## config.mk

```make
export PLATFORM = sky130hd
export DESIGN_NAME = conv_engine_flat
export DESIGN_NICKNAME = d
export VERILOG_FILES = /design/src/conv_pkg.sv /design/src/conv_ifs.sv /design/src/conv_engine.sv /design/src/flat_wrapper.sv
export SDC_FILE = /design/constraint.sdc
export NUM_CORES = 2
export LEC_CHECK = 0
export BUFFER_PORTS_ARGS = -buffer_cell sky130_fd_sc_hd__buf_2
export CAP_MARGIN = 0
export CORE_ASPECT_RATIO = 0.6
export CORE_MARGIN = 3
export CORE_UTILIZATION = 60
export CTS_BUF_LIST = sky130_fd_sc_hd__clkbuf_4 sky130_fd_sc_hd__clkbuf_8
export DETAILED_ROUTE_END_ITERATION = 12
export PLACE_DENSITY = 0.85
export SYNTH_ARGS = -nofsm -noshare
export SYNTH_HDL_FRONTEND = slang
export SYNTH_SLANG_ARGS = --single-unit
```

## constraint.sdc

```tcl
create_clock -name clk_i -period 12.1 [get_ports clk_i]
set_input_delay 1.21 -clock clk_i [delete_from_list [all_inputs] [get_ports clk_i]]
set_output_delay 1.21 -clock clk_i [all_outputs]
set_load 0.01 [all_outputs]
```

## src/conv_pkg.sv

```systemverilog
package conv_pkg;

    localparam int ADDR_W       = 12;
    localparam int DATA_W       = 32;
    localparam int MEM_DEPTH    = 256;
    localparam int MEM_AW       = 8;
    localparam int MEM_BASE_BIT = 10;     // window 0x400..0x7fc

    localparam int KERNEL     = 3;
    localparam int FM_DIM_MIN = 3;
    localparam int FM_DIM_MAX = 16;

    // register word indices
    localparam logic [5:0] REG_CTRL    = 6'd0;
    localparam logic [5:0] REG_STATUS  = 6'd1;
    localparam logic [5:0] REG_FM_DIM  = 6'd2;
    localparam logic [5:0] REG_IFM_OFF = 6'd3;
    localparam logic [5:0] REG_WT_OFF  = 6'd4;
    localparam logic [5:0] REG_OFM_OFF = 6'd5;

    localparam logic [1:0] RESP_OKAY   = 2'b00;
    localparam logic [1:0] RESP_SLVERR = 2'b10;

    typedef union packed {
        struct packed {
            logic       top;
            logic       region;
            logic [1:0] rsvd;
            logic [5:0] idx;
            logic [1:0] byte_off;
        } reg_view;
        struct packed {
            logic       top;
            logic       region;
            logic [7:0] idx;
            logic [1:0] byte_off;
        } mem_view;
    } host_addr_t;

endpackage

```

## src/conv_ifs.sv

```systemverilog


interface conv_mem_if;
    import conv_pkg::*;
    logic              en;
    logic              we;
    logic [MEM_AW-1:0] addr;
    logic [DATA_W-1:0] wdata;
    logic [DATA_W-1:0] rdata;   // one cycle after a read
    modport master (output en, we, addr, wdata, input rdata);
    modport slave  (input en, we, addr, wdata, output rdata);
endinterface

interface conv_cmd_if;
    import conv_pkg::*;
    logic              start;
    logic              soft_rst;
    logic [DATA_W-1:0] fm_dim;
    logic [DATA_W-1:0] ifm_off;
    logic [DATA_W-1:0] wt_off;
    logic [DATA_W-1:0] ofm_off;
    logic              idle;
    logic              done;
    modport controller (output start, soft_rst, fm_dim, ifm_off, wt_off, ofm_off,
                        input idle, done);
    modport engine     (input start, soft_rst, fm_dim, ifm_off, wt_off, ofm_off,
                        output idle, done);
endinterface

```

## src/conv_engine.sv

```systemverilog
`timescale 1ns/1ps

module conv_engine (
    input  logic        clk_i,
    input  logic        arst_n_i,
    conv_cmd_if.engine  cmd,
    conv_mem_if.master  mem
);
    import conv_pkg::*;

    typedef enum logic [2:0] {E_IDLE, E_WLOAD, E_RUN, E_WRITE, E_DONE} eng_state_e;

    eng_state_e               state_q;
    logic [3:0]               iss_q;      // read issue count
    logic                     rvld_q;
    logic [3:0]               rtap_q;
    logic [1:0]               kx_q, ky_q;
    logic [3:0]               ox_q, oy_q;
    logic [MEM_AW-1:0]        out_idx_q;
    logic signed [DATA_W-1:0] w_q [KERNEL*KERNEL];
    logic signed [DATA_W-1:0] acc_q;
    logic signed [DATA_W-1:0] prod;
    logic [DATA_W-1:0]        addr_full;
    logic [4:0]               dim, last_pos;
    logic                     issuing, last_tap, last_out;

    assign dim      = cmd.fm_dim[4:0];
    assign last_pos = dim - 5'd3;
    assign issuing  = (state_q == E_WLOAD || state_q == E_RUN) && iss_q < 4'd9;
    assign last_tap = rvld_q && rtap_q == 4'd8;
    assign last_out = {1'b0, ox_q} == last_pos && {1'b0, oy_q} == last_pos;
    assign prod     = w_q[rtap_q] * $signed(mem.rdata);   // low 32 bits kept

    always_comb begin
        case (state_q)
            E_WLOAD: addr_full = cmd.wt_off + DATA_W'(iss_q);
            E_WRITE: addr_full = cmd.ofm_off + DATA_W'(out_idx_q);
            default: addr_full = cmd.ifm_off + DATA_W'(oy_q + ky_q) * DATA_W'(dim) +
                                 DATA_W'(ox_q) + DATA_W'(kx_q);
        endcase
    end

    assign mem.en    = issuing || state_q == E_WRITE;
    assign mem.we    = state_q == E_WRITE;
    assign mem.addr  = addr_full[MEM_AW-1:0];
    assign mem.wdata = acc_q;

    always_ff @(posedge clk_i or negedge arst_n_i) begin
        if (!arst_n_i) begin
            state_q   <= E_IDLE;
            iss_q     <= '0;
            rvld_q    <= 1'b0;
            rtap_q    <= '0;
            kx_q      <= '0;
            ky_q      <= '0;
            ox_q      <= '0;
            oy_q      <= '0;
            out_idx_q <= '0;
        end else if (cmd.soft_rst) begin
            state_q <= E_IDLE;
            rvld_q  <= 1'b0;
        end else begin
            rvld_q <= issuing;
            rtap_q <= iss_q;
            if (issuing) begin
                iss_q <= iss_q + 4'd1;
                if (kx_q == 2'd2) begin
                    kx_q <= '0;
                    ky_q <= ky_q + 2'd1;
                end else begin
                    kx_q <= kx_q + 2'd1;
                end
            end
            case (state_q)
                E_IDLE: if (cmd.start) begin
                    state_q   <= E_WLOAD;
                    iss_q     <= '0;
                    ox_q      <= '0;
                    oy_q      <= '0;
                    out_idx_q <= '0;
                end
                E_WLOAD, E_RUN: if (last_tap) begin
                    state_q <= (state_q == E_WLOAD) ? E_RUN : E_WRITE;
                    iss_q   <= '0;
                    kx_q    <= '0;
                    ky_q    <= '0;
                end
                E_WRITE: begin
                    out_idx_q <= out_idx_q + 1'b1;
                    state_q   <= last_out ? E_DONE : E_RUN;
                    if ({1'b0, ox_q} == last_pos) begin
                        ox_q <= '0;
                        oy_q <= oy_q + 4'd1;
                    end else begin
                        ox_q <= ox_q + 4'd1;
                    end
                end
                default: state_q <= E_IDLE;   // done lasts one cycle
            endcase
        end
    end

    // weight cache and accumulator
    always_ff @(posedge clk_i) begin
        if (rvld_q && state_q == E_WLOAD) w_q[rtap_q] <= $signed(mem.rdata);
        if (rvld_q && state_q == E_RUN) acc_q <= (rtap_q == 4'd0 ? '0 : acc_q) + prod;
    end

    assign cmd.idle = state_q == E_IDLE;
    assign cmd.done = state_q == E_DONE;

    // offsets come from host registers, so overflow past the array is a setup error
    a_addr_range: assert property (@(posedge clk_i) disable iff (!arst_n_i)
        mem.en |-> addr_full < MEM_DEPTH);

endmodule

```

## src/flat_wrapper.sv

```systemverilog
// flat-port wrapper written by rule: the top's interface ports become plain ports
module conv_engine_flat import conv_pkg::*;
  (clk_i, arst_n_i, cmd_start, cmd_soft_rst, cmd_fm_dim, cmd_ifm_off, cmd_wt_off, cmd_ofm_off, cmd_idle, cmd_done, mem_en, mem_we, mem_addr, mem_wdata, mem_rdata);
  conv_cmd_if cmd_i ();
  conv_mem_if mem_i ();
  input  logic clk_i;
  input  logic arst_n_i;
  input wire logic [$bits(cmd_i.start)-1:0] cmd_start;
  input wire logic [$bits(cmd_i.soft_rst)-1:0] cmd_soft_rst;
  input wire logic [$bits(cmd_i.fm_dim)-1:0] cmd_fm_dim;
  input wire logic [$bits(cmd_i.ifm_off)-1:0] cmd_ifm_off;
  input wire logic [$bits(cmd_i.wt_off)-1:0] cmd_wt_off;
  input wire logic [$bits(cmd_i.ofm_off)-1:0] cmd_ofm_off;
  output wire logic [$bits(cmd_i.idle)-1:0] cmd_idle;
  output wire logic [$bits(cmd_i.done)-1:0] cmd_done;
  output wire logic [$bits(mem_i.en)-1:0] mem_en;
  output wire logic [$bits(mem_i.we)-1:0] mem_we;
  output wire logic [$bits(mem_i.addr)-1:0] mem_addr;
  output wire logic [$bits(mem_i.wdata)-1:0] mem_wdata;
  input wire logic [$bits(mem_i.rdata)-1:0] mem_rdata;
  assign cmd_i.start = cmd_start;
  assign cmd_i.soft_rst = cmd_soft_rst;
  assign cmd_i.fm_dim = cmd_fm_dim;
  assign cmd_i.ifm_off = cmd_ifm_off;
  assign cmd_i.wt_off = cmd_wt_off;
  assign cmd_i.ofm_off = cmd_ofm_off;
  assign cmd_idle = cmd_i.idle;
  assign cmd_done = cmd_i.done;
  assign mem_en = mem_i.en;
  assign mem_we = mem_i.we;
  assign mem_addr = mem_i.addr;
  assign mem_wdata = mem_i.wdata;
  assign mem_i.rdata = mem_rdata;
  conv_engine u_core (.clk_i(clk_i), .arst_n_i(arst_n_i), .cmd(cmd_i), .mem(mem_i));
endmodule
```

==> key figures <==
Status
  – Status: complete, no violations

Clocking
  – Clk Latency, worst-skew pair: 0.70 ns
  – Max Root-Sink Buffers: 3
  – Cts repair resizes: 0
  – CTS tree: done
  – Post-CTS Setup Bufs: 0
  – Num CTS Buffers: 52
  – Clock transition at the registers of the reported paths: 0.09 ns
  – CTS Hold Bufs: 0
  – H-Tree Level Count: 2
  – Root Driver: clkbuf_8
  – Clk sink count: 352

Place
  – HPWL after DPL: 61610 um
  – IO buf count: 108
  – Gpl congestion: 0.9207

Worst setup path
  – Worst-path fanout max: 42
  – R2R cell count: 26
  – RR Startpoint: u_core.rtap_q[1]$_DFFE_PN0N_
  – CP Data Arrival Time: 11.02 ns
  – Worst reg2reg setup slack: 1.47 ns
  – Setup crit end kind: register
  – CP startpoint kind: register
  – Worst flop-to-flop path endpoint: u_core.mem.wdata[30]$_DFFE_PP_
  – Worst Path Required: 12.49 ns
  – Setup Crit Path Kind: reg2reg

Die
  – Die X: 307.2 um
  – Initial Util: 0.6142
  – Die ar.: 57380 um2
  – Die height: 186.8 um
  – Row count: 65
  – Ports: 208
  – CORE AREA: 53190 um2

Timing
  – Endpoints failing setup: 0
  – Tightest Pin Transition: 1.393 ns
  – Slew HR: 0.07164
  – Final hold violation count: 0
  – Fmax: 94.08 MHz
  – TNS Setup: 0 ns
  – Clk_skew: 0.08256 ns
  – Max-slew violations: 0
  – RSZ-0062 raised after global routing: no
  – Hold Slack: 0.5615 ns
  – Post-route clock period utilization: 0.8785
  – Final min period: 10.63 ns

Route
  – Vias per std cell: 5.912
  – DRT Pass-1 Iters: 6
  – Routed vias: 21621
  – DRT antenna net count: 0
  – First-iteration detailed-routing DRC count: 2576
  – DRC viols: 0
  – DRT Wirelength: 85490 um
  – Wire per inst: 23.38 um

Layout
  – Layout cells sized above 1: 0.1156
  – Layout area overhead: 7.460%
  – Commonest cells after routing, fill and taps aside: inv_1 (562), fa_1 (460), edfxtp_1 (320)
  – Number of fillers in the final layout: 3739
  – Most common cell after layout, fill and taps aside: inv_1
  – # nets final: 3717
  – FF+latch area: 10420 um2
  – Multi-input gate area: 19700 um2

Synth
  – Mapped Area: 32670 um2
  – Synth Area per Inst: 11.58 um2
  – Number of flops mapped to enable cells by yosys: 320
  – Ys async rst share: 0.09091
  – Synthesized Nets: 3633
  – Synth Warn #: 0
  – Yosys cell types: 61
  – Post-synthesis sequential area ratio: 0.3186
  – #FFs+latches synth: 352
  – Cells after synthesis: 2822
  – Main synth FF type: edfxtp_1

Job
  – Max cap viols: 0

GRT
  – Vias in the first global route: 23871
  – Initial antenna violation count: 7
  – Largest net degree at the start of global routing: 46
  – First-pass GRT wire length: 135000 um
  – Gr usage total: 0.3086
  – Total global routing overflow: 0

Worst hold path
  – HP Class: reg2reg
  – Worst Hold End: u_core.out_idx_q[7]$_DFFE_PN0P_
  – Number of stages on the worst hold path: 2
  – Critical hold path startpoint: u_core.out_idx_q[7]$_DFFE_PN0P_
[worst max path at each step]
stage	start	end	slack, ns	depth (start not counted)
2_1_floorplan	u_core.rtap_q[0]$_DFFE_PN0N_	u_core.mem.wdata[31]$_DFFE_PP_	4.06	33
3_3_place_gp	u_core.rtap_q[1]$_DFFE_PN0N_	u_core.mem.wdata[30]$_DFFE_PP_	2.14	26
3_5_place_dp	u_core.rtap_q[1]$_DFFE_PN0N_	u_core.mem.wdata[31]$_DFFE_PP_	1.83	27
4_1_cts	u_core.rtap_q[1]$_DFFE_PN0N_	u_core.mem.wdata[30]$_DFFE_PP_	1.82	26
5_1_grt	u_core.rtap_q[1]$_DFFE_PN0N_	u_core.mem.wdata[30]$_DFFE_PP_	0.99	26
6_report	u_core.rtap_q[1]$_DFFE_PN0N_	u_core.mem.wdata[30]$_DFFE_PP_	1.47	26
[Yosys cell counts (3+ instances only)]
| master | number | area share |
|---|---|---|
| o22ai_1 | 8 | 0.0015 |
| mux2i_1 | 18 | 0.0055 |
| nor3b_1 | 3 | 0.00069 |
| fa_1 | 460 | 0.28 |
| o21ai_1 | 6 | 0.00092 |
| clkbuf_1 | 94 | 0.011 |
| dfrtp_1 | 32 | 0.025 |
| o221ai_1 | 6 | 0.0016 |
| o21bai_1 | 9 | 0.0021 |
| a211oi_1 | 4 | 0.00092 |
| a21oi_1 | 46 | 0.0070 |
| nor2b_1 | 199 | 0.038 |
| o211ai_1 | 6 | 0.0014 |
| a2111oi_0 | 3 | 0.00080 |
| edfxtp_1 | 320 | 0.29 |
| nand4_1 | 4 | 0.00077 |
| and2_1 | 177 | 0.034 |
| ha_1 | 187 | 0.072 |
| a21o_1 | 18 | 0.0041 |
| buf_1 | 4 | 0.00046 |
| buf_6 | 5 | 0.0017 |
| o21ai_0 | 38 | 0.0058 |
| xnor2_1 | 105 | 0.028 |
| nor4_1 | 5 | 0.00096 |
| or2_2 | 3 | 0.00057 |
| nand2_1 | 198 | 0.023 |
| buf_2 | 12 | 0.0018 |
| o21a_1 | 5 | 0.0011 |
| nor2_1 | 45 | 0.0052 |
| buf_4 | 5 | 0.0011 |
| nor3_1 | 9 | 0.0014 |
| inv_1 | 562 | 0.065 |
| a31oi_1 | 3 | 0.00057 |
| nand3_1 | 11 | 0.0017 |
| mux4_2 | 63 | 0.043 |
| nand2b_1 | 79 | 0.015 |
| mux2_2 | 5 | 0.0017 |
| xor2_1 | 31 | 0.0083 |
| and3_1 | 4 | 0.00077 |
[routing by layer]
metal | share of wire | wire length, um | GRT usage
met1 | 0.40 | 34250 | 0.4441
met2 | 0.43 | 36840 | 0.4521
met3 | 0.14 | 12040 | 0.1048
met4 | 0.027 | 2336 | 0.08549
met5 | 0.00032 | 27 | 0
[kinds of logic (layout without fill, tap and decap cells)]
family | count (synthesis) | after routing | share of synthesized area
XOR/XNOR | 138 | 138 | 0.03784
buffers and inverters | 683 | 810 | 0.08100
AND/OR/NAND/NOR | 747 | 747 | 0.1242
multiplexers | 89 | 89 | 0.05285
adder cells (fa/ha/maj) | 647 | 647 | 0.3535
flip-flops | 352 | 352 | 0.3186
other | 0 | 5 | 0
AO/OA/AOI/OAI | 166 | 166 | 0.03194
[final cells by class]
cell class,count,share of cell area
Timing Repair Buffer,151,0.02459
Tap cell,703,0.02505
Sequential cell,352,0.2967
Clock buffer,71,0.02498
Multi-Input combinational cell,1787,0.5612
Inverter,562,0.06009
Clock inverter,26,0.007021
Antenna cell,5,0.0003564
[worst max-delay path, stage by stage (launching register included)]
cell      delay, ns
dfrtp_2        0.93
buf_4          0.65
mux4_2         0.34
o22ai_1        0.09
a21oi_1        1.08
and2_1         0.29
fa_1           0.44
inv_1          0.09
fa_1           0.41
fa_1           0.48
fa_1           0.56
inv_1          0.04
ha_1           0.27
ha_1           0.32
fa_1           0.53
inv_1          0.06
fa_1           0.49
inv_1          0.04
ha_1           0.36
nand3_1        0.12
o31ai_1        1.01
a21boi_0       0.60
o21ai_0        0.59
nand2_1        0.08
o21ai_0        0.23
a21oi_1        0.12
xnor2_1        0.14
[stage by stage]
step             util  cells  instance area, um2  worst slack (ns)
2_1_floorplan       -   2822               32670             4.057
3_3_place_gp   0.6387   3555               33970             2.145
3_5_place_dp   0.6387   3555               33970             1.829
4_1_cts        0.6598   3652               35090             1.816
5_1_grt        0.6601   3657               35110            0.9884
6_report       0.6601   3657               35110             1.471
[registers in the layout, summed over array words and instances, names as in the netlist]
name and flops:
u_core.out_idx_q 8, u_core.rvld_q 1, u_core.ky_q 2, u_core.ox_q 4
u_core.state_q 3, u_core.w_q 288, u_core.oy_q 4, u_core.kx_q 2
u_core.mem.wdata 32, u_core.iss_q 4, u_core.rtap_q 4
Power is not shown: default switching activity piles up to over one toggle a cycle in this logic, so the estimate is an artifact.
