$ cat src/conv_pkg.sv
package conv_pkg;

    localparam int ADDR_W       = 12;
    localparam int DATA_W       = 32;
    localparam int MEM_DEPTH    = 256;
    localparam int MEM_AW       = 8;
    localparam int MEM_BASE_BIT = 10;     // window 0x400..0x7fc

    localparam int KERNEL     = 3;
    localparam int FM_DIM_MIN = 3;
    localparam int FM_DIM_MAX = 16;

    // register word indices
    localparam logic [5:0] REG_CTRL    = 6'd0;
    localparam logic [5:0] REG_STATUS  = 6'd1;
    localparam logic [5:0] REG_FM_DIM  = 6'd2;
    localparam logic [5:0] REG_IFM_OFF = 6'd3;
    localparam logic [5:0] REG_WT_OFF  = 6'd4;
    localparam logic [5:0] REG_OFM_OFF = 6'd5;

    localparam logic [1:0] RESP_OKAY   = 2'b00;
    localparam logic [1:0] RESP_SLVERR = 2'b10;

    typedef union packed {
        struct packed {
            logic       top;
            logic       region;
            logic [1:0] rsvd;
            logic [5:0] idx;
            logic [1:0] byte_off;
        } reg_view;
        struct packed {
            logic       top;
            logic       region;
            logic [7:0] idx;
            logic [1:0] byte_off;
        } mem_view;
    } host_addr_t;

endpackage

$ cat src/conv_ifs.sv
`timescale 1ns/1ps

interface conv_reg_if;
    import conv_pkg::*;
    logic              req;
    logic              we;
    host_addr_t        addr;
    logic [DATA_W-1:0] wdata;
    logic [DATA_W-1:0] rdata;
    logic              ack;
    logic              err;
    modport master (output req, we, addr, wdata, input rdata, ack, err);
    modport slave  (input req, we, addr, wdata, output rdata, ack, err);
endinterface

interface conv_mem_if;
    import conv_pkg::*;
    logic              en;
    logic              we;
    logic [MEM_AW-1:0] addr;
    logic [DATA_W-1:0] wdata;
    logic [DATA_W-1:0] rdata;   // one cycle after a read
    modport master (output en, we, addr, wdata, input rdata);
    modport slave  (input en, we, addr, wdata, output rdata);
endinterface

interface conv_cmd_if;
    import conv_pkg::*;
    logic              start;
    logic              soft_rst;
    logic [DATA_W-1:0] fm_dim;
    logic [DATA_W-1:0] ifm_off;
    logic [DATA_W-1:0] wt_off;
    logic [DATA_W-1:0] ofm_off;
    logic              idle;
    logic              done;
    modport controller (output start, soft_rst, fm_dim, ifm_off, wt_off, ofm_off,
                        input idle, done);
    modport engine     (input start, soft_rst, fm_dim, ifm_off, wt_off, ofm_off,
                        output idle, done);
endinterface

$ cat src/conv_controller.sv
`timescale 1ns/1ps

module conv_controller (
    input  logic            clk_i,
    input  logic            arst_n_i,
    conv_reg_if.slave       reg_bus,
    conv_mem_if.master      host_mem,
    conv_cmd_if.controller  cmd,
    output logic            active_o
);
    import conv_pkg::*;

    logic [DATA_W-1:0] fm_dim_q, ifm_off_q, wt_off_q, ofm_off_q;
    logic              active_q, done_q, idle_q;
    logic              start_q, soft_q;
    logic              ack_q, err_q, mem_rd_q;
    logic [DATA_W-1:0] rdata_q;
    logic [DATA_W-1:0] reg_rdata;
    logic              is_reg, is_mem, ctrl_wr, start_req, start_ok, soft_req, dim_ok, bad;
    logic [5:0]        ridx;

    assign ridx   = reg_bus.addr.reg_view.idx;
    assign is_mem = reg_bus.addr[MEM_BASE_BIT] && !reg_bus.addr.mem_view.top;
    assign is_reg = !reg_bus.addr.reg_view.top && !reg_bus.addr.reg_view.region &&
                    reg_bus.addr.reg_view.rsvd == 2'b00 && ridx <= REG_OFM_OFF;

    assign dim_ok    = fm_dim_q >= FM_DIM_MIN && fm_dim_q <= FM_DIM_MAX;
    assign ctrl_wr   = reg_bus.req && reg_bus.we && is_reg && ridx == REG_CTRL;
    assign soft_req  = ctrl_wr && reg_bus.wdata[1];
    assign start_req = ctrl_wr && reg_bus.wdata[0] && !reg_bus.wdata[1];
    assign start_ok  = start_req && !active_q && dim_ok;
    assign bad       = (is_mem && active_q) || (!is_mem && !is_reg) || (start_req && !start_ok);

    // memory window only while the engine is parked
    assign host_mem.en    = reg_bus.req && is_mem && !active_q;
    assign host_mem.we    = reg_bus.we;
    assign host_mem.addr  = reg_bus.addr.mem_view.idx;
    assign host_mem.wdata = reg_bus.wdata;

    always_comb begin
        reg_rdata = '0;
        if (is_reg && !reg_bus.we) begin
            case (ridx)
                REG_STATUS:  reg_rdata = {29'b0, active_q, idle_q, done_q};
                REG_FM_DIM:  reg_rdata = fm_dim_q;
                REG_IFM_OFF: reg_rdata = ifm_off_q;
                REG_WT_OFF:  reg_rdata = wt_off_q;
                REG_OFM_OFF: reg_rdata = ofm_off_q;
                default:     reg_rdata = '0;    // ctrl reads as zero
            endcase
        end
    end

    always_ff @(posedge clk_i or negedge arst_n_i) begin
        if (!arst_n_i) begin
            ack_q    <= 1'b0;
            err_q    <= 1'b0;
            mem_rd_q <= 1'b0;
            rdata_q  <= '0;
        end else begin
            ack_q    <= reg_bus.req;
            mem_rd_q <= host_mem.en && !host_mem.we;
            if (reg_bus.req) begin
                err_q   <= bad;
                rdata_q <= reg_rdata;
            end
        end
    end

    assign reg_bus.ack   = ack_q;
    assign reg_bus.err   = err_q;
    assign reg_bus.rdata = mem_rd_q ? host_mem.rdata : rdata_q;

    // scalar registers survive soft reset
    always_ff @(posedge clk_i or negedge arst_n_i) begin
        if (!arst_n_i) begin
            fm_dim_q  <= '0;
            ifm_off_q <= '0;
            wt_off_q  <= '0;
            ofm_off_q <= '0;
        end else if (reg_bus.req && reg_bus.we && is_reg) begin
            case (ridx)
                REG_FM_DIM:  fm_dim_q  <= reg_bus.wdata;
                REG_IFM_OFF: ifm_off_q <= reg_bus.wdata;
                REG_WT_OFF:  wt_off_q  <= reg_bus.wdata;
                REG_OFM_OFF: ofm_off_q <= reg_bus.wdata;
                default: ;
            endcase
        end
    end

    always_ff @(posedge clk_i or negedge arst_n_i) begin
        if (!arst_n_i) begin
            start_q  <= 1'b0;
            soft_q   <= 1'b0;
            active_q <= 1'b0;
            done_q   <= 1'b0;
            idle_q   <= 1'b1;
        end else begin
            start_q <= start_ok;
            soft_q  <= soft_req;
            idle_q  <= cmd.idle;
            if (soft_q) begin
                active_q <= 1'b0;
                done_q   <= 1'b0;
            end else begin
                if (cmd.start || cmd.done) active_q <= ~active_q;   // toggle on start and done
                if (cmd.start) done_q <= 1'b0;
                else if (cmd.done) done_q <= 1'b1;
            end
        end
    end

    assign cmd.start    = start_q;
    assign cmd.soft_rst = soft_q;
    assign cmd.fm_dim   = fm_dim_q;
    assign cmd.ifm_off  = ifm_off_q;
    assign cmd.wt_off   = wt_off_q;
    assign cmd.ofm_off  = ofm_off_q;
    assign active_o     = active_q;

    a_no_start_busy: assert property (@(posedge clk_i) disable iff (!arst_n_i)
        cmd.start |-> !active_q && cmd.idle);

endmodule

$ cat src/flat_wrapper.sv
// flat-port wrapper written by rule: the top's interface ports become plain ports
module conv_controller_flat import conv_pkg::*;
  (clk_i, arst_n_i, active_o, reg_bus_req, reg_bus_we, reg_bus_addr, reg_bus_wdata, reg_bus_rdata, reg_bus_ack, reg_bus_err, host_mem_en, host_mem_we, host_mem_addr, host_mem_wdata, host_mem_rdata, cmd_start, cmd_soft_rst, cmd_fm_dim, cmd_ifm_off, cmd_wt_off, cmd_ofm_off, cmd_idle, cmd_done);
  conv_reg_if reg_bus_i ();
  conv_mem_if host_mem_i ();
  conv_cmd_if cmd_i ();
  input  logic clk_i;
  input  logic arst_n_i;
  output logic active_o;
  input wire logic [$bits(reg_bus_i.req)-1:0] reg_bus_req;
  input wire logic [$bits(reg_bus_i.we)-1:0] reg_bus_we;
  input wire logic [$bits(reg_bus_i.addr)-1:0] reg_bus_addr;
  input wire logic [$bits(reg_bus_i.wdata)-1:0] reg_bus_wdata;
  output wire logic [$bits(reg_bus_i.rdata)-1:0] reg_bus_rdata;
  output wire logic [$bits(reg_bus_i.ack)-1:0] reg_bus_ack;
  output wire logic [$bits(reg_bus_i.err)-1:0] reg_bus_err;
  output wire logic [$bits(host_mem_i.en)-1:0] host_mem_en;
  output wire logic [$bits(host_mem_i.we)-1:0] host_mem_we;
  output wire logic [$bits(host_mem_i.addr)-1:0] host_mem_addr;
  output wire logic [$bits(host_mem_i.wdata)-1:0] host_mem_wdata;
  input wire logic [$bits(host_mem_i.rdata)-1:0] host_mem_rdata;
  output wire logic [$bits(cmd_i.start)-1:0] cmd_start;
  output wire logic [$bits(cmd_i.soft_rst)-1:0] cmd_soft_rst;
  output wire logic [$bits(cmd_i.fm_dim)-1:0] cmd_fm_dim;
  output wire logic [$bits(cmd_i.ifm_off)-1:0] cmd_ifm_off;
  output wire logic [$bits(cmd_i.wt_off)-1:0] cmd_wt_off;
  output wire logic [$bits(cmd_i.ofm_off)-1:0] cmd_ofm_off;
  input wire logic [$bits(cmd_i.idle)-1:0] cmd_idle;
  input wire logic [$bits(cmd_i.done)-1:0] cmd_done;
  assign reg_bus_i.req = reg_bus_req;
  assign reg_bus_i.we = reg_bus_we;
  assign reg_bus_i.addr = reg_bus_addr;
  assign reg_bus_i.wdata = reg_bus_wdata;
  assign reg_bus_rdata = reg_bus_i.rdata;
  assign reg_bus_ack = reg_bus_i.ack;
  assign reg_bus_err = reg_bus_i.err;
  assign host_mem_en = host_mem_i.en;
  assign host_mem_we = host_mem_i.we;
  assign host_mem_addr = host_mem_i.addr;
  assign host_mem_wdata = host_mem_i.wdata;
  assign host_mem_i.rdata = host_mem_rdata;
  assign cmd_start = cmd_i.start;
  assign cmd_soft_rst = cmd_i.soft_rst;
  assign cmd_fm_dim = cmd_i.fm_dim;
  assign cmd_ifm_off = cmd_i.ifm_off;
  assign cmd_wt_off = cmd_i.wt_off;
  assign cmd_ofm_off = cmd_i.ofm_off;
  assign cmd_i.idle = cmd_idle;
  assign cmd_i.done = cmd_done;
  conv_controller u_core (.clk_i(clk_i), .arst_n_i(arst_n_i), .reg_bus(reg_bus_i), .host_mem(host_mem_i), .cmd(cmd_i), .active_o(active_o));
endmodule
$ cat config.mk
export PLATFORM = sky130hd
export DESIGN_NAME = conv_controller_flat
export DESIGN_NICKNAME = d
export VERILOG_FILES = /design/src/conv_pkg.sv /design/src/conv_ifs.sv /design/src/conv_controller.sv /design/src/flat_wrapper.sv
export SDC_FILE = /design/constraint.sdc
export NUM_CORES = 1
export LEC_CHECK = 0
export BUFFER_PORTS_ARGS = -buffer_cell sky130_fd_sc_hd__buf_2
export CORE_MARGIN = 2
export CORE_UTILIZATION = 45
export CTS_BUF_LIST = sky130_fd_sc_hd__clkbuf_8 sky130_fd_sc_hd__clkbuf_16
export DETAILED_ROUTE_END_ITERATION = 12
export GPL_TIMING_DRIVEN = 0
export PLACE_DENSITY = 0.74
export SETUP_SLACK_MARGIN = 0.2
export SLEW_MARGIN = 10
export SYNTH_ARGS = -nofsm -noshare
export SYNTH_HDL_FRONTEND = slang
export SYNTH_SLANG_ARGS = --single-unit
$ cat constraint.sdc
create_clock -name clk_i -period 2.2 [get_ports clk_i]
set_input_delay 0.33 -clock clk_i [delete_from_list [all_inputs] [get_ports clk_i]]
set_output_delay 0.33 -clock clk_i [all_outputs]
set_load 0.01 [all_outputs]
==> flow_summary.ini <==
[timing]
max_slew_margin = 0.559
fmax_ghz = 0.513
maxSlewViolCount = 0
worst_pin_slew_ns = 0.662
period_share = 0.886
hold_viol_final = 0
finalSetupViolCount = 0
rsz0062_at_grt = no
finalClockSkew_ns = 0.00554
post-route-min-period_ns = 1.95
fin_hold_ws_ns = 0.159

[cts]
cts_tree = done
clockRootBuffer = clkbuf_16
cts_htree_levels = 4
clkTransAtPathRegs_ns = 0.06
clk_path_buf_depth = 2
cts_made_buffers = 17
cts_num_sinks = 168
clock_latency_ns = 0.42

[detailed_routing]
wl_per_cell_um = 21.1
drt-initial-drc-count = 396
dr.pass1.iters = 5
drc_errors = 0
ant_nets = 0
viasPerCell = 5.53
num_vias = 6380
wl_um = 24400

[floorplanning]
die_h_um = 137
fp-row-count = 48
dieArea_sq_um = 18900
io-pin-count = 289
core_sq_um = 17400
initial_utilization = 0.461
die_w_um = 137

[setup_path]
slowest_stage = dfrtp_1
critical_path_arrival_ns = 1.62
crit_chain = nor4bb_2 > buf_2
crit_fanout = 5
cp_num_buf_inv = 1
cp-start-kind = flop
worst_ep_required_time_ns = 1.87
critPathMaxStageDelay_ns = 0.49
crit_type = flop to output pin
crit_path_end_kind = output pin
path_delay_family = flip-flops

[yosys]
ys_async_sr_fraction = 1.00
synth-compound-area-share = 0.0894
netlist_instances = 597
netlist_area_sq_um = 8000
synth_fa_ha_area_frac = 0
synth_warnings = 0
seq_area_frac_synth = 0.525
synth_edf_count = 0
synth-simple-area-share = 0.0865
synth_seq_cells = 168
avgSynthCellArea_sq_um = 13.4
ys.flop_type = dfrtp_1
synth_nets = 679
synth_top_family_by_area = multiplexers
synth.area.mux_share = 0.226
synth.distinct_cells = 40
synthXorXnorAreaFrac = 0.00109

[final_layout]
fin_util = 0.610
finalNonFillerCells = 1153
final_area_sq_um = 10600
layout.nets = 995
multi_input_area_sq_um = 3250
drive_gt1_frac = 0.476
regArea_sq_um = 4210
area_growth_pct = 32.2
fillers = 1420

[global_route]
grt_pass1_vias = 6096
grt_antenna_before_repair = 2
gr-total-overflow = 0
grt_max_degree = 87
grt_usage = 0.257
grt_pass1_wl_um = 35700

[power_and_ir_drop]
power_density_nw_per_um2 = 653
totalPowerFinal_mw = 6.90
ir_drop_uv = 520
p_leak_nw = 6.11

[min_path]
min_path_type = input pin to flop

[job]
max-cap-violations = 0

[placed_design]
dp_hpwl_um = 17200
io_buffer_count = 285
dp_cells = 1108
dpl_cell_area_sq_um = 9750
gp_congestion = 0.812

[status]
outcome = complete, no violations
-- final cells by class --
cell class                      count  area share
Inverter                            4     0.00142
Timing Repair Buffer              297       0.148
Clock buffer                       20      0.0441
Antenna cell                        2    0.000473
Sequential cell                   168       0.397
Multi-Input combinational cell    343       0.307
Tap cell                          225      0.0266
Clock inverter                     12      0.0163
Buffer                             82      0.0589
-- timing repair --
| item | CTS | global route |
|---|---|---|
| buffers inserted | 4 | 5 |
| hold endpoints to repair | 86 | 0 |
| pin swaps | 2 | 2 |
| hold buffers | 2 | 0 |
| setup endpoints to repair | 68 | 110 |
| gates resized for setup | 15 | 14 |
-- through the flow --
stage	setup TNS, ns	worst slack, ns
floorplan	0	0.351
global placement	-337.99	-1.84
detailed placement	-37.22	-0.315
CTS	0	0.207
global route	0	0.210
finish	0	0.250
-- cells by family after synthesis --
kind of cell,count (synthesis)
xor+xnor,1
mux,161
buf+inv,86
simple gates,105
flops,168
compound gates,76
-- report_power, final --
part | internal [mW] | switching [mW]
clock | 1.99 | 1.21
sequential | 3.12 | 0.0383
combinational | 0.236 | 0.312
-- layer usage --
metal  track usage  vias to the layer above  part of all wire
met1         0.335                     3246              0.41
met2         0.436                      260              0.50
li1              -                     2842                 -
met4        0.0842                        0             0.020
met3        0.0467                       32             0.070
met5             0                        -                 0
-- cell usage after synthesis, types with 2 or more instances --
master / count / area, sq um
buf_4: 51 / 383
nand3_1: 3 / 15.0
a221o_1: 56 / 561
mux2_2: 32 / 360
and2_1: 3 / 18.8
a222oi_1: 3 / 30.0
a22o_1: 3 / 26.3
nor4_4: 2 / 42.5
nor2_1: 5 / 18.8
nor4_1: 10 / 62.6
nor3_1: 4 / 20.0
and3_1: 32 / 200
clkbuf_1: 17 / 63.8
buf_2: 8 / 40.0
o21ai_0: 4 / 20.0
nand4_1: 2 / 12.5
mux2_1: 128 / 1440
buf_6: 6 / 67.6
nor2b_1: 31 / 194
nand2_1: 5 / 18.8
inv_1: 4 / 15.0
o22ai_1: 4 / 25.0
dfrtp_1: 167 / 4180
-- flip-flops by register name, summed over array words and instances (netlist names) --
register,count
u_core.done_q,1
u_core.cmd.ofm_off,32
u_core.active_o,1
u_core.reg_bus.ack,1
u_core.cmd.start,1
u_core.cmd.wt_off,32
u_core.cmd.ifm_off,32
u_core.cmd.fm_dim,32
u_core.rdata_q,32
u_core.mem_rd_q,1
u_core.idle_q,1
u_core.reg_bus.err,1
u_core.cmd.soft_rst,1
-- path summary, 6_finish.rpt --
path	startpoint	endpoint	slack, ns	cells after the start
max	u_core.active_o	host_mem_en	0.25	2
min reg2reg	u_core.cmd.soft_rst	u_core.active_o	0.46	1
min	reg_bus_req	u_core.reg_bus.ack	0.16	1
min in group asynchronous	arst_n_i	u_core.cmd.ifm_off[27]	0.53	2
max reg2reg	u_core.cmd.fm_dim[19]	u_core.reg_bus.err	0.30	4
max in group asynchronous	arst_n_i	u_core.idle_q	0.82	3
-- layout by cell type, fill, tap and decap left out, types with 4 or more instances in the layout --
cell | synthesis | layout
o21ai_0 | 4 | 4
buf_2 | 8 | 292
clkbuf_16 | 0 | 19
nor2_1 | 5 | 4
clkbuf_1 | 17 | 8
mux2_1 | 128 | 128
nor4_1 | 10 | 10
buf_6 | 6 | 6
inv_1 | 4 | 6
mux2_2 | 32 | 32
buf_4 | 51 | 60
dfrtp_1 | 167 | 167
and3_1 | 32 | 32
o22ai_1 | 4 | 4
a221o_1 | 56 | 56
nor2b_1 | 31 | 31
bufinv_16 | 0 | 4
clkbuf_2 | 0 | 5
nand2_1 | 5 | 5
(Power assumes the default switching activity.)
