[src/conv_pkg.sv]
package conv_pkg;

    localparam int ADDR_W       = 12;
    localparam int DATA_W       = 32;
    localparam int MEM_DEPTH    = 256;
    localparam int MEM_AW       = 8;
    localparam int MEM_BASE_BIT = 10;     // window 0x400..0x7fc

    localparam int KERNEL     = 3;
    localparam int FM_DIM_MIN = 3;
    localparam int FM_DIM_MAX = 16;

    // register word indices
    localparam logic [5:0] REG_CTRL    = 6'd0;
    localparam logic [5:0] REG_STATUS  = 6'd1;
    localparam logic [5:0] REG_FM_DIM  = 6'd2;
    localparam logic [5:0] REG_IFM_OFF = 6'd3;
    localparam logic [5:0] REG_WT_OFF  = 6'd4;
    localparam logic [5:0] REG_OFM_OFF = 6'd5;

    localparam logic [1:0] RESP_OKAY   = 2'b00;
    localparam logic [1:0] RESP_SLVERR = 2'b10;

    typedef union packed {
        struct packed {
            logic       top;
            logic       region;
            logic [1:0] rsvd;
            logic [5:0] idx;
            logic [1:0] byte_off;
        } reg_view;
        struct packed {
            logic       top;
            logic       region;
            logic [7:0] idx;
            logic [1:0] byte_off;
        } mem_view;
    } host_addr_t;

endpackage

[src/conv_ifs.sv]
`timescale 1ns/1ps

interface conv_reg_if;
    import conv_pkg::*;
    logic              req;
    logic              we;
    host_addr_t        addr;
    logic [DATA_W-1:0] wdata;
    logic [DATA_W-1:0] rdata;
    logic              ack;
    logic              err;
    modport master (output req, we, addr, wdata, input rdata, ack, err);
    modport slave  (input req, we, addr, wdata, output rdata, ack, err);
endinterface


[src/conv_axil_slave.sv]
`timescale 1ns/1ps

module conv_axil_slave (
    input  logic                         clk_i,
    input  logic                         arst_n_i,
    input  logic [conv_pkg::ADDR_W-1:0]  s_awaddr_i,
    input  logic                         s_awvalid_i,
    output logic                         s_awready_o,
    input  logic [conv_pkg::DATA_W-1:0]  s_wdata_i,
    input  logic                         s_wvalid_i,
    output logic                         s_wready_o,
    output logic [1:0]                   s_bresp_o,
    output logic                         s_bvalid_o,
    input  logic                         s_bready_i,
    input  logic [conv_pkg::ADDR_W-1:0]  s_araddr_i,
    input  logic                         s_arvalid_i,
    output logic                         s_arready_o,
    output logic [conv_pkg::DATA_W-1:0]  s_rdata_o,
    output logic [1:0]                   s_rresp_o,
    output logic                         s_rvalid_o,
    input  logic                         s_rready_i,
    conv_reg_if.master                   reg_bus
);
    import conv_pkg::*;

    typedef enum logic [1:0] {S_IDLE, S_WAIT, S_RESP} state_e;

    state_e            state_q;
    logic              is_wr_q;
    logic [1:0]        resp_q;
    logic [DATA_W-1:0] rdata_q;
    logic              wr_go;
    logic              rd_go;

    assign wr_go = (state_q == S_IDLE) && s_awvalid_i && s_wvalid_i;
    assign rd_go = (state_q == S_IDLE) && s_arvalid_i && !wr_go;   // writes win

    assign s_awready_o = wr_go;
    assign s_wready_o  = wr_go;
    assign s_arready_o = rd_go;

    // single-cycle request in the handshake cycle
    assign reg_bus.req   = wr_go || rd_go;
    assign reg_bus.we    = wr_go;
    assign reg_bus.addr  = wr_go ? host_addr_t'(s_awaddr_i) : host_addr_t'(s_araddr_i);
    assign reg_bus.wdata = s_wdata_i;

    always_ff @(posedge clk_i or negedge arst_n_i) begin
        if (!arst_n_i) begin
            state_q <= S_IDLE;
            is_wr_q <= 1'b0;
        end else begin
            case (state_q)
                S_IDLE: if (reg_bus.req) begin
                    state_q <= S_WAIT;
                    is_wr_q <= wr_go;
                end
                S_WAIT: if (reg_bus.ack) state_q <= S_RESP;
                S_RESP: if (is_wr_q ? s_bready_i : s_rready_i) state_q <= S_IDLE;
                default: state_q <= S_IDLE;
            endcase
        end
    end

    always_ff @(posedge clk_i) begin
        if (state_q == S_WAIT && reg_bus.ack) begin
            resp_q  <= reg_bus.err ? RESP_SLVERR : RESP_OKAY;
            rdata_q <= reg_bus.rdata;
        end
    end

    assign s_bvalid_o = (state_q == S_RESP) && is_wr_q;
    assign s_rvalid_o = (state_q == S_RESP) && !is_wr_q;
    assign s_bresp_o  = resp_q;
    assign s_rresp_o  = resp_q;
    assign s_rdata_o  = rdata_q;

    // response must hold steady under back-pressure
    a_bvalid_hold: assert property (@(posedge clk_i) disable iff (!arst_n_i)
        s_bvalid_o && !s_bready_i |=> s_bvalid_o && $stable(s_bresp_o));
    a_rvalid_hold: assert property (@(posedge clk_i) disable iff (!arst_n_i)
        s_rvalid_o && !s_rready_i |=> s_rvalid_o && $stable(s_rdata_o) && $stable(s_rresp_o));

endmodule

[src/flat_wrapper.sv]
// flat-port wrapper written by rule: the top's interface ports become plain ports
module conv_axil_slave_flat import conv_pkg::*;
  (clk_i, arst_n_i, s_awaddr_i, s_awvalid_i, s_awready_o, s_wdata_i, s_wvalid_i, s_wready_o, s_bresp_o, s_bvalid_o, s_bready_i, s_araddr_i, s_arvalid_i, s_arready_o, s_rdata_o, s_rresp_o, s_rvalid_o, s_rready_i, reg_bus_req, reg_bus_we, reg_bus_addr, reg_bus_wdata, reg_bus_rdata, reg_bus_ack, reg_bus_err);
  conv_reg_if reg_bus_i ();
  input  logic clk_i;
  input  logic arst_n_i;
  input  logic [conv_pkg::ADDR_W-1:0] s_awaddr_i;
  input  logic s_awvalid_i;
  output logic s_awready_o;
  input  logic [conv_pkg::DATA_W-1:0] s_wdata_i;
  input  logic s_wvalid_i;
  output logic s_wready_o;
  output logic [1:0] s_bresp_o;
  output logic s_bvalid_o;
  input  logic s_bready_i;
  input  logic [conv_pkg::ADDR_W-1:0] s_araddr_i;
  input  logic s_arvalid_i;
  output logic s_arready_o;
  output logic [conv_pkg::DATA_W-1:0] s_rdata_o;
  output logic [1:0] s_rresp_o;
  output logic s_rvalid_o;
  input  logic s_rready_i;
  output wire logic [$bits(reg_bus_i.req)-1:0] reg_bus_req;
  output wire logic [$bits(reg_bus_i.we)-1:0] reg_bus_we;
  output wire logic [$bits(reg_bus_i.addr)-1:0] reg_bus_addr;
  output wire logic [$bits(reg_bus_i.wdata)-1:0] reg_bus_wdata;
  input wire logic [$bits(reg_bus_i.rdata)-1:0] reg_bus_rdata;
  input wire logic [$bits(reg_bus_i.ack)-1:0] reg_bus_ack;
  input wire logic [$bits(reg_bus_i.err)-1:0] reg_bus_err;
  assign reg_bus_req = reg_bus_i.req;
  assign reg_bus_we = reg_bus_i.we;
  assign reg_bus_addr = reg_bus_i.addr;
  assign reg_bus_wdata = reg_bus_i.wdata;
  assign reg_bus_i.rdata = reg_bus_rdata;
  assign reg_bus_i.ack = reg_bus_ack;
  assign reg_bus_i.err = reg_bus_err;
  conv_axil_slave u_core (.clk_i(clk_i), .arst_n_i(arst_n_i), .s_awaddr_i(s_awaddr_i), .s_awvalid_i(s_awvalid_i), .s_awready_o(s_awready_o), .s_wdata_i(s_wdata_i), .s_wvalid_i(s_wvalid_i), .s_wready_o(s_wready_o), .s_bresp_o(s_bresp_o), .s_bvalid_o(s_bvalid_o), .s_bready_i(s_bready_i), .s_araddr_i(s_araddr_i), .s_arvalid_i(s_arvalid_i), .s_arready_o(s_arready_o), .s_rdata_o(s_rdata_o), .s_rresp_o(s_rresp_o), .s_rvalid_o(s_rvalid_o), .s_rready_i(s_rready_i), .reg_bus(reg_bus_i));
endmodule
[config.mk]
export PLATFORM = sky130hd
export DESIGN_NAME = conv_axil_slave_flat
export DESIGN_NICKNAME = d
export VERILOG_FILES = /design/src/conv_pkg.sv /design/src/conv_ifs.sv /design/src/conv_axil_slave.sv /design/src/flat_wrapper.sv
export SDC_FILE = /design/constraint.sdc
export NUM_CORES = 1
export LEC_CHECK = 0
export BUFFER_PORTS_ARGS = -buffer_cell sky130_fd_sc_hd__clkbuf_2
export CORE_ASPECT_RATIO = 1.4
export CORE_MARGIN = 5
export CORE_UTILIZATION = 36
export CTS_CLUSTER_DIAMETER = 150
export CTS_CLUSTER_SIZE = 14
export DETAILED_ROUTE_END_ITERATION = 7
export HOLD_SLACK_MARGIN = 0.15
export PLACE_DENSITY_LB_ADDON = 0.3
export SLEW_MARGIN = 20
export SYNTH_ARGS = -nofsm -noshare
export SYNTH_HDL_FRONTEND = slang
export SYNTH_SLANG_ARGS = --single-unit
[constraint.sdc]
create_clock -name clk_i -period 3.62 [get_ports clk_i]
set_input_delay 0.362 -clock clk_i [delete_from_list [all_inputs] [get_ports clk_i]]
set_output_delay 0.362 -clock clk_i [all_outputs]
set_load 0.1 [all_outputs]
==> impl_results.md, run 1 <==
- Status: complete, no violations
- Final core occ: 47.6%
- CTS Sinks: 36
- Crit path from: u_core.state_q[0]
- Cts bufs inserted: 5
- Sw Ratio: 56.1%
- PD cells: 923 nW/um2
- NetSw: 1100 uW
- Global-route wire length before repair: 6.09 mm
- CP endpoint kind: output port
- Die height: 89.9 um
- Slew at the pin closest to its max-slew limit: 0.711 ns
- Reg power frac: 31.2%
- Post-DRT Antenna Nets: 0
- # diodes: 0
- Clock Path Buffers: 2
- IO Port Bufs: 117
- Residual DRC: 0
- Worst EP arrival: 2.05 ns
- Insertion delay to the later sink of the worst-skew pair: 0.28 ns
- Critical path's top delay family: buffers and inverters
- Vias: 1120
- Hold Crit Start: reg_bus_rdata[2]
- CTS root buffer: clkbuf_8
- Leak: 0.00101 uW
- Internal cell power: 860 uW
- Layout area overhead: 29.3%
- RSZ-0062 raised after global routing: false
- Ys Warns: 0
- Fill cells: 435
- Synth area leaders: edfxtp_1 (60%), buf_4 (17%), mux2_4 (7.3%)
- Core footprint: 4460 um2
- CTS tree: yes
- Max-slew headroom: 52.6%
- GPL Wtd Cong: 0.712
- Vias in the first global route: 1301
- Yosys reg bits: 36
- Count of cell types in the netlist: 18
- CP Buf/Inv Count: 2
- Avg Cell Area, Syn: 15.9 um2
- Die footprint: 6030 um2
- Overall Power: 1960 uW
- Row count: 29
- H-tree depth: 2
- Hpwl dp: 3.40 mm
- All-Layer GR Usage: 13.8%
- Worst Skew: 0.00212 ns
- Largest net degree at the start of global routing: 20
- Fmax: 415 MHz
- Critical Path Source Type: register
- Crit-path slowest cell: dfrtp_1
- Final worst path period need: 2.41 ns
- Max IR drop VDD: 0.000406 V
- Overflow after GRT: 0
- Worst path max stage delay: 0.45 ns
- Worst-path maximum fanout: 16
- DRT Wirelength: 4.01 mm
- Critical Path RT: 3.26 ns
- Area of the mapped netlist: 1640 um2
- Pre-CTS WS: 1.47 ns
- PnR worst setup slack: 1.21 ns
- Number of max-cap violations: 0
- Final Hold Fails: 0
- Synth area leader: edfxtp_1
- Setup TNS: 0 ns
- Slew Viols, Final: 0
- Layout net count: 289
- Post-synth top area share: 60.3%
- Gate Count Post-Synth: 103
- Tcrit/Tclk final: 66.6%
- Starting Density: 36.8%
- Endpoints failing setup: 0
- CP Cell Sequence: nor4bb_4 -> buf_4 -> mux2_2 -> clkbuf_2
- Clock Power Share: 13.1%
- Reg2reg setup slack: 1.76 ns
- Hold Path Class: primary input to register
- Share of cells above drive strength 1: 72.5%
- Initial antenna violation count: 0
- Chip Width: 67.1 um
- Router iterations before antenna repair: 2
- Iteration-0 DRC Markers: 23
- Reg clk slew, reported paths: 0.06 ns
- Sequential-to-total area share from yosys stat: 64.9%
- Io pins: 184
- DR WL/cell: 15.7 um
- Vias/cell: 4.39
- Reg-to-Reg Start: u_core.state_q[1]
- Comb pwr share: 55.6%
- Type of the worst setup path: register to output port
-- flip-flops by register name (all words and copies together), names as in the netlist --
name / flops
u_core.is_wr_q: 1
u_core.s_bresp_o: 1
u_core.s_rdata_o: 32
u_core.state_q: 2
-- cells by family (layout without fill, tap and decap cells) --
group | Yosys count | count (layout) | share of synthesized area [%]
AOI/OAI and AO/OA | 6 | 6 | 2.51
DFF | 36 | 36 | 64.9
other | 1 | 2 | 0.228
muxes | 13 | 13 | 10.7
buffers and inverters | 40 | 129 | 18.8
and+or+nand+nor | 7 | 7 | 2.82
-- per-layer routing --
layer	track usage, %	routed length [um]	vias to the layer above
li1	-	-	506
met1	11.3	1160	485
met2	23.6	2160	119
met3	9.48	582	10
met4	6.94	108	0
met5	0	0	-
-- power groups by stage --
stage | clock network [uW] | registers [uW] | logic [uW]
2_1_floorplan | 0 | 1100 | 627
3_3_place_gp | 0 | 619 | 1100
3_5_place_dp | 0 | 623 | 1100
4_1_cts | 275 | 615 | 1100
5_1_grt | 295 | 624 | 1120
6_report | 257 | 612 | 1090
-- synth_stat cells --
master and n:
buf_4 38, edfxtp_1 33, mux2_4 8, mux2_2 5, dfrtp_1 3, a211oi_1 2, a21oi_1 2, nor2_1 2
a21o_2 1, and3b_1 1, buf_12 1, conb_1 1, inv_1 1, nand2b_1 1, nor3_1 1, nor4bb_1 1
o21bai_1 1, or3b_2 1
-- what timing repair did --
action | 4_1_cts | 5_1_grt
buffers inserted | 0 | 0
hold buffers | 1 | 0
gates resized for setup | 0 | 0
setup endpoints to repair | 0 | 0
endpoints found under the hold margin | 3 | 0
-- cell usage in the layout, fill, tap and decap left out --
cell and count:
clkbuf_8 5, conb_1 2, edfxtp_1 33, dlygate4sd3_1 1, a21o_2 1, nor4bb_4 1, clkbuf_2 117, clkinv_1 1
nor2_1 2, clkbuf_1 2, and3b_1 1, a21oi_1 2, dfrtp_1 3, inv_1 1, or3b_2 1, buf_4 2
nand2b_1 1, mux2_2 5, a211oi_1 2, mux2_4 8, o21bai_1 1, nor3_1 1
-- through the flow --
| stage | instances | hold WS, ns | area (um2) |
|---|---|---|---|
| after floorplan | 104 | 0.0664 | 1650 |
| after global placement | 246 | 0.162 | 2030 |
| after detailed placement | 246 | 0.162 | 2030 |
| after CTS | 255 | 0.239 | 2120 |
| after global routing | 255 | 0.230 | 2120 |
| final | 255 | 0.256 | 2120 |
-- final timing paths --
kind / end / cells past startpoint
setup / recovery: reg_bus_addr[11] / 4
hold reg to reg: u_core.is_wr_q / 1
max in group asynchronous: u_core.is_wr_q / 2
setup reg to reg: u_core.s_rdata_o[11] / 2
min in group asynchronous: u_core.state_q[0] / 2
hold / removal: u_core.s_rdata_o[2] / 1
-- final cells by class --
type	count	area (um2)	area share [%]
Sequential cell	36	1070	50.2
Tap cell	62	77.6	3.65
Multi-Input combinational cell	28	287	13.5
Clock buffer	7	76.3	3.59
Timing Repair Buffer	120	611	28.7
Inverter	1	3.75	0.177
Clock inverter	1	3.75	0.177
(Power assumes the default switching activity.)
==> run 2, diff against run 1 <==
--- a/config.mk
+++ b/config.mk
@@ -8,7 +8,7 @@
 export BUFFER_PORTS_ARGS = -buffer_cell sky130_fd_sc_hd__clkbuf_2
 export CORE_ASPECT_RATIO = 1.4
 export CORE_MARGIN = 5
-export CORE_UTILIZATION = 36
+export CORE_UTILIZATION = 34
 export CTS_CLUSTER_DIAMETER = 150
 export CTS_CLUSTER_SIZE = 14
 export DETAILED_ROUTE_END_ITERATION = 7
==> constraint.sdc (replaced) <==
create_clock -name clk_i -period 2.5 [get_ports clk_i]
set_input_delay 0.25 -clock clk_i [delete_from_list [all_inputs] [get_ports clk_i]]
set_output_delay 0.25 -clock clk_i [all_outputs]
set_load 0.1 [all_outputs]
==> run 2 against run 1 <==
  * Global-route usage increased by 0.65 points
  * Design area up 16%
  * Flip-flop and latch count unchanged
  * Power up 48%
  * Combinational power is 50% higher
  * Die area grew 5.1%
  * Sequential share of layout area shrank 7.0 points
  * Setup slack worse by 1.0 ns
  * Routed wire length grew 13%
  * Critical path depth did not move
  * Non-clock buffer count is 34 higher
==> impl_results.md, run 2 (synthesis results as in run 1) <==
- Global-route wire length before repair: 6.67 mm (was 6.09 mm)
- DRT Wirelength: 4.52 mm (was 4.01 mm)
- Iteration-0 DRC Markers: 35 (was 23)
- Comb pwr share: 56.4% (was 55.6%)
- CTS root buffer: clkbuf_8 (unchanged)
- Layout area overhead: 50.4% (was 29.3%)
- Pre-CTS WS: 0.492 ns (was 1.47 ns)
- Reg clk slew, reported paths: 0.06 ns (about the same)
- Worst-path maximum fanout: 16 (unchanged)
- Type of the worst setup path: register to output port (unchanged)
- Overflow after GRT: 0 (unchanged)
- Sw Ratio: 55.7% (was 56.1%)
- Setup TNS: 0 ns (unchanged)
- Post-DRT Antenna Nets: 0 (unchanged)
- Starting Density: 34.5% (was 36.8%)
- Most common cell after layout, fill and taps aside: clkbuf_2 (unchanged)
- Final Hold Fails: 0 (unchanged)
- Chip Width: 68.7 um (was 67.1 um)
- Largest net degree at the start of global routing: 20 (unchanged)
- CP Cell Sequence: nor4bb_4 -> buf_4 -> mux2_2 -> clkbuf_2 (unchanged)
- Critical Path Source Type: register (unchanged)
- Reg power frac: 30.8% (was 31.2%)
- PD cells: 1170 nW/um2 (was 923 nW/um2)
- DR WL/cell: 15.6 um (was 15.7 um)
- Placed Area: 2050 um2 (was 2030 um2)
- Initial antenna violation count: 0 (unchanged)
- Leak: 0.00116 uW (was 0.00101 uW)
- Status: complete, no violations (unchanged)
- Slew at the pin closest to its max-slew limit: 0.567 ns (was 0.711 ns)
- Post-Layout Cell Count: 290 (was 255)
- Critical Path RT: 2.25 ns (was 3.26 ns)
- Cts bufs inserted: 5 (unchanged)
- CTS tree: yes (unchanged)
- IO Port Bufs: 117 (unchanged)
- Slew Viols, Final: 0 (unchanged)
- Commonest cells after routing, fill and taps aside: clkbuf_2 (117), dlygate4sd3_1 (34), edfxtp_1 (33) (was clkbuf_2 (117), edfxtp_1 (33), mux2_4 (8))
- Worst EP arrival: 2.05 ns (about the same)
- Vias in the first global route: 1428 (was 1301)
- Fmax: 434 MHz
- Clock Path Buffers: 2 (unchanged)
- Layout net count: 323 (was 289)
- Max IR drop VDD: 0.000660 V (was 0.000406 V)
- Post-route cell area: 2470 um2 (was 2120 um2)
- Insertion delay to the later sink of the worst-skew pair: 0.28 ns (about the same)
- Core footprint: 4770 um2 (was 4460 um2)
- Die footprint: 6340 um2 (was 6030 um2)
- Endpoints failing setup: 0 (unchanged)
- Residual DRC: 0 (unchanged)
- All-Layer GR Usage: 14.4% (was 13.8%)
- Overall Power: 2890 uW (was 1960 uW)
- # diodes: 0 (unchanged)
- Share of cells above drive strength 1: 63.7% (was 72.5%)
- PnR worst setup slack: 0.196 ns (was 1.21 ns)
- Reg2reg setup slack: 1.18 ns (was 1.76 ns)
- Final worst path period need: 2.30 ns
- RSZ-0062 raised after global routing: false (unchanged)
- CP endpoint kind: output port (unchanged)
- Max-slew headroom: 62.3% (was 52.6%)
- Vias: 1255 (was 1120)
- Hold Path Class: primary input to register (unchanged)
- Row count: 30 (was 29)
- NetSw: 1610 uW (was 1100 uW)
- Hpwl dp: 3.47 mm (was 3.40 mm)
- H-tree depth: 2 (unchanged)
- Largest register FFs: 32 (unchanged)
- Crit-path slowest cell: dfrtp_1 (unchanged)
- Worst path max stage delay: 0.46 ns (was 0.45 ns)
- Number of max-cap violations: 0 (unchanged)
- Clock Power Share: 12.8% (was 13.1%)
- Worst Skew: 0.00716 ns (was 0.00212 ns)
- Placed cell count: 249 (was 246)
- Tcrit/Tclk final: 92.2%
- GPL Wtd Cong: 0.688 (was 0.712)
- CTS Sinks: 36 (unchanged)
- Die height: 92.2 um (was 89.9 um)
- Io pins: 184 (unchanged)
- Vias/cell: 4.33 (was 4.39)
- Internal cell power: 1280 uW (was 860 uW)
- Router iterations before antenna repair: 4 (was 2)
-- run 2: worst paths after layout --
check,start,depth (start not counted),to
min in group asynchronous,arst_n_i,2,u_core.is_wr_q
worst max-delay path,u_core.state_q[0],4,reg_bus_addr[5]
max in group asynchronous,arst_n_i,2,u_core.state_q[0]
worst min register to register,u_core.is_wr_q,1,u_core.is_wr_q
worst min-delay path,reg_bus_ack,2,u_core.state_q[0]
worst max register to register,u_core.state_q[0],2,u_core.is_wr_q
-- run 2: area by class of cell --
type / instances / area, um2
clock buffers: 6 / 72.6
clock inverters: 1 / 5.00
fillers: 447 / 2300
inverters: 1 / 3.75
multi-input cells: 28 / 295
flip-flops and latches: 36 / 1070
well taps: 64 / 80.1
repair buffers: 154 / 948
-- run 2: power by group through the flow --
stage	Sequential [uW]	Clock, uW	Combinational, uW
5_1_grt	902	414	1680
3_3_place_gp	895	0	1600
4_1_cts	890	390	1640
2_1_floorplan	1600	0	913
3_5_place_dp	901	0	1600
6_report	890	371	1630
-- run 2: timing repair --
action	4_1_cts	5_1_grt
endpoints found under the hold margin	34	2
setup buffers	0	0
hold buffers	32	2
resized for setup	0	0
-- run 2: layer usage --
metal / track usage, % / routed length, um
met3: 6.86 / 511
met2: 25.8 / 2490
met5: 5.77 / 40
met1: 12.3 / 1330
met4: 7.15 / 144
-- run 2: metrics by stage --
stage / utilization, % / hold WS [ns]
global route: 51.8 / 0.171
global placement: 43.1 / 0.0494
finish: 51.8 / 0.172
floorplan: - / -0.0456
CTS: 51.4 / 0.159
detailed placement: 43.1 / 0.0510
-- run 2: critical path: cells and delay by family (launching register included) --
kind / cells / cell delay [ns]
buffers and inverters: 2 / 0.66
multiplexers: 1 / 0.36
flip-flops: 1 / 0.46
AND/OR/NAND/NOR: 1 / 0.30
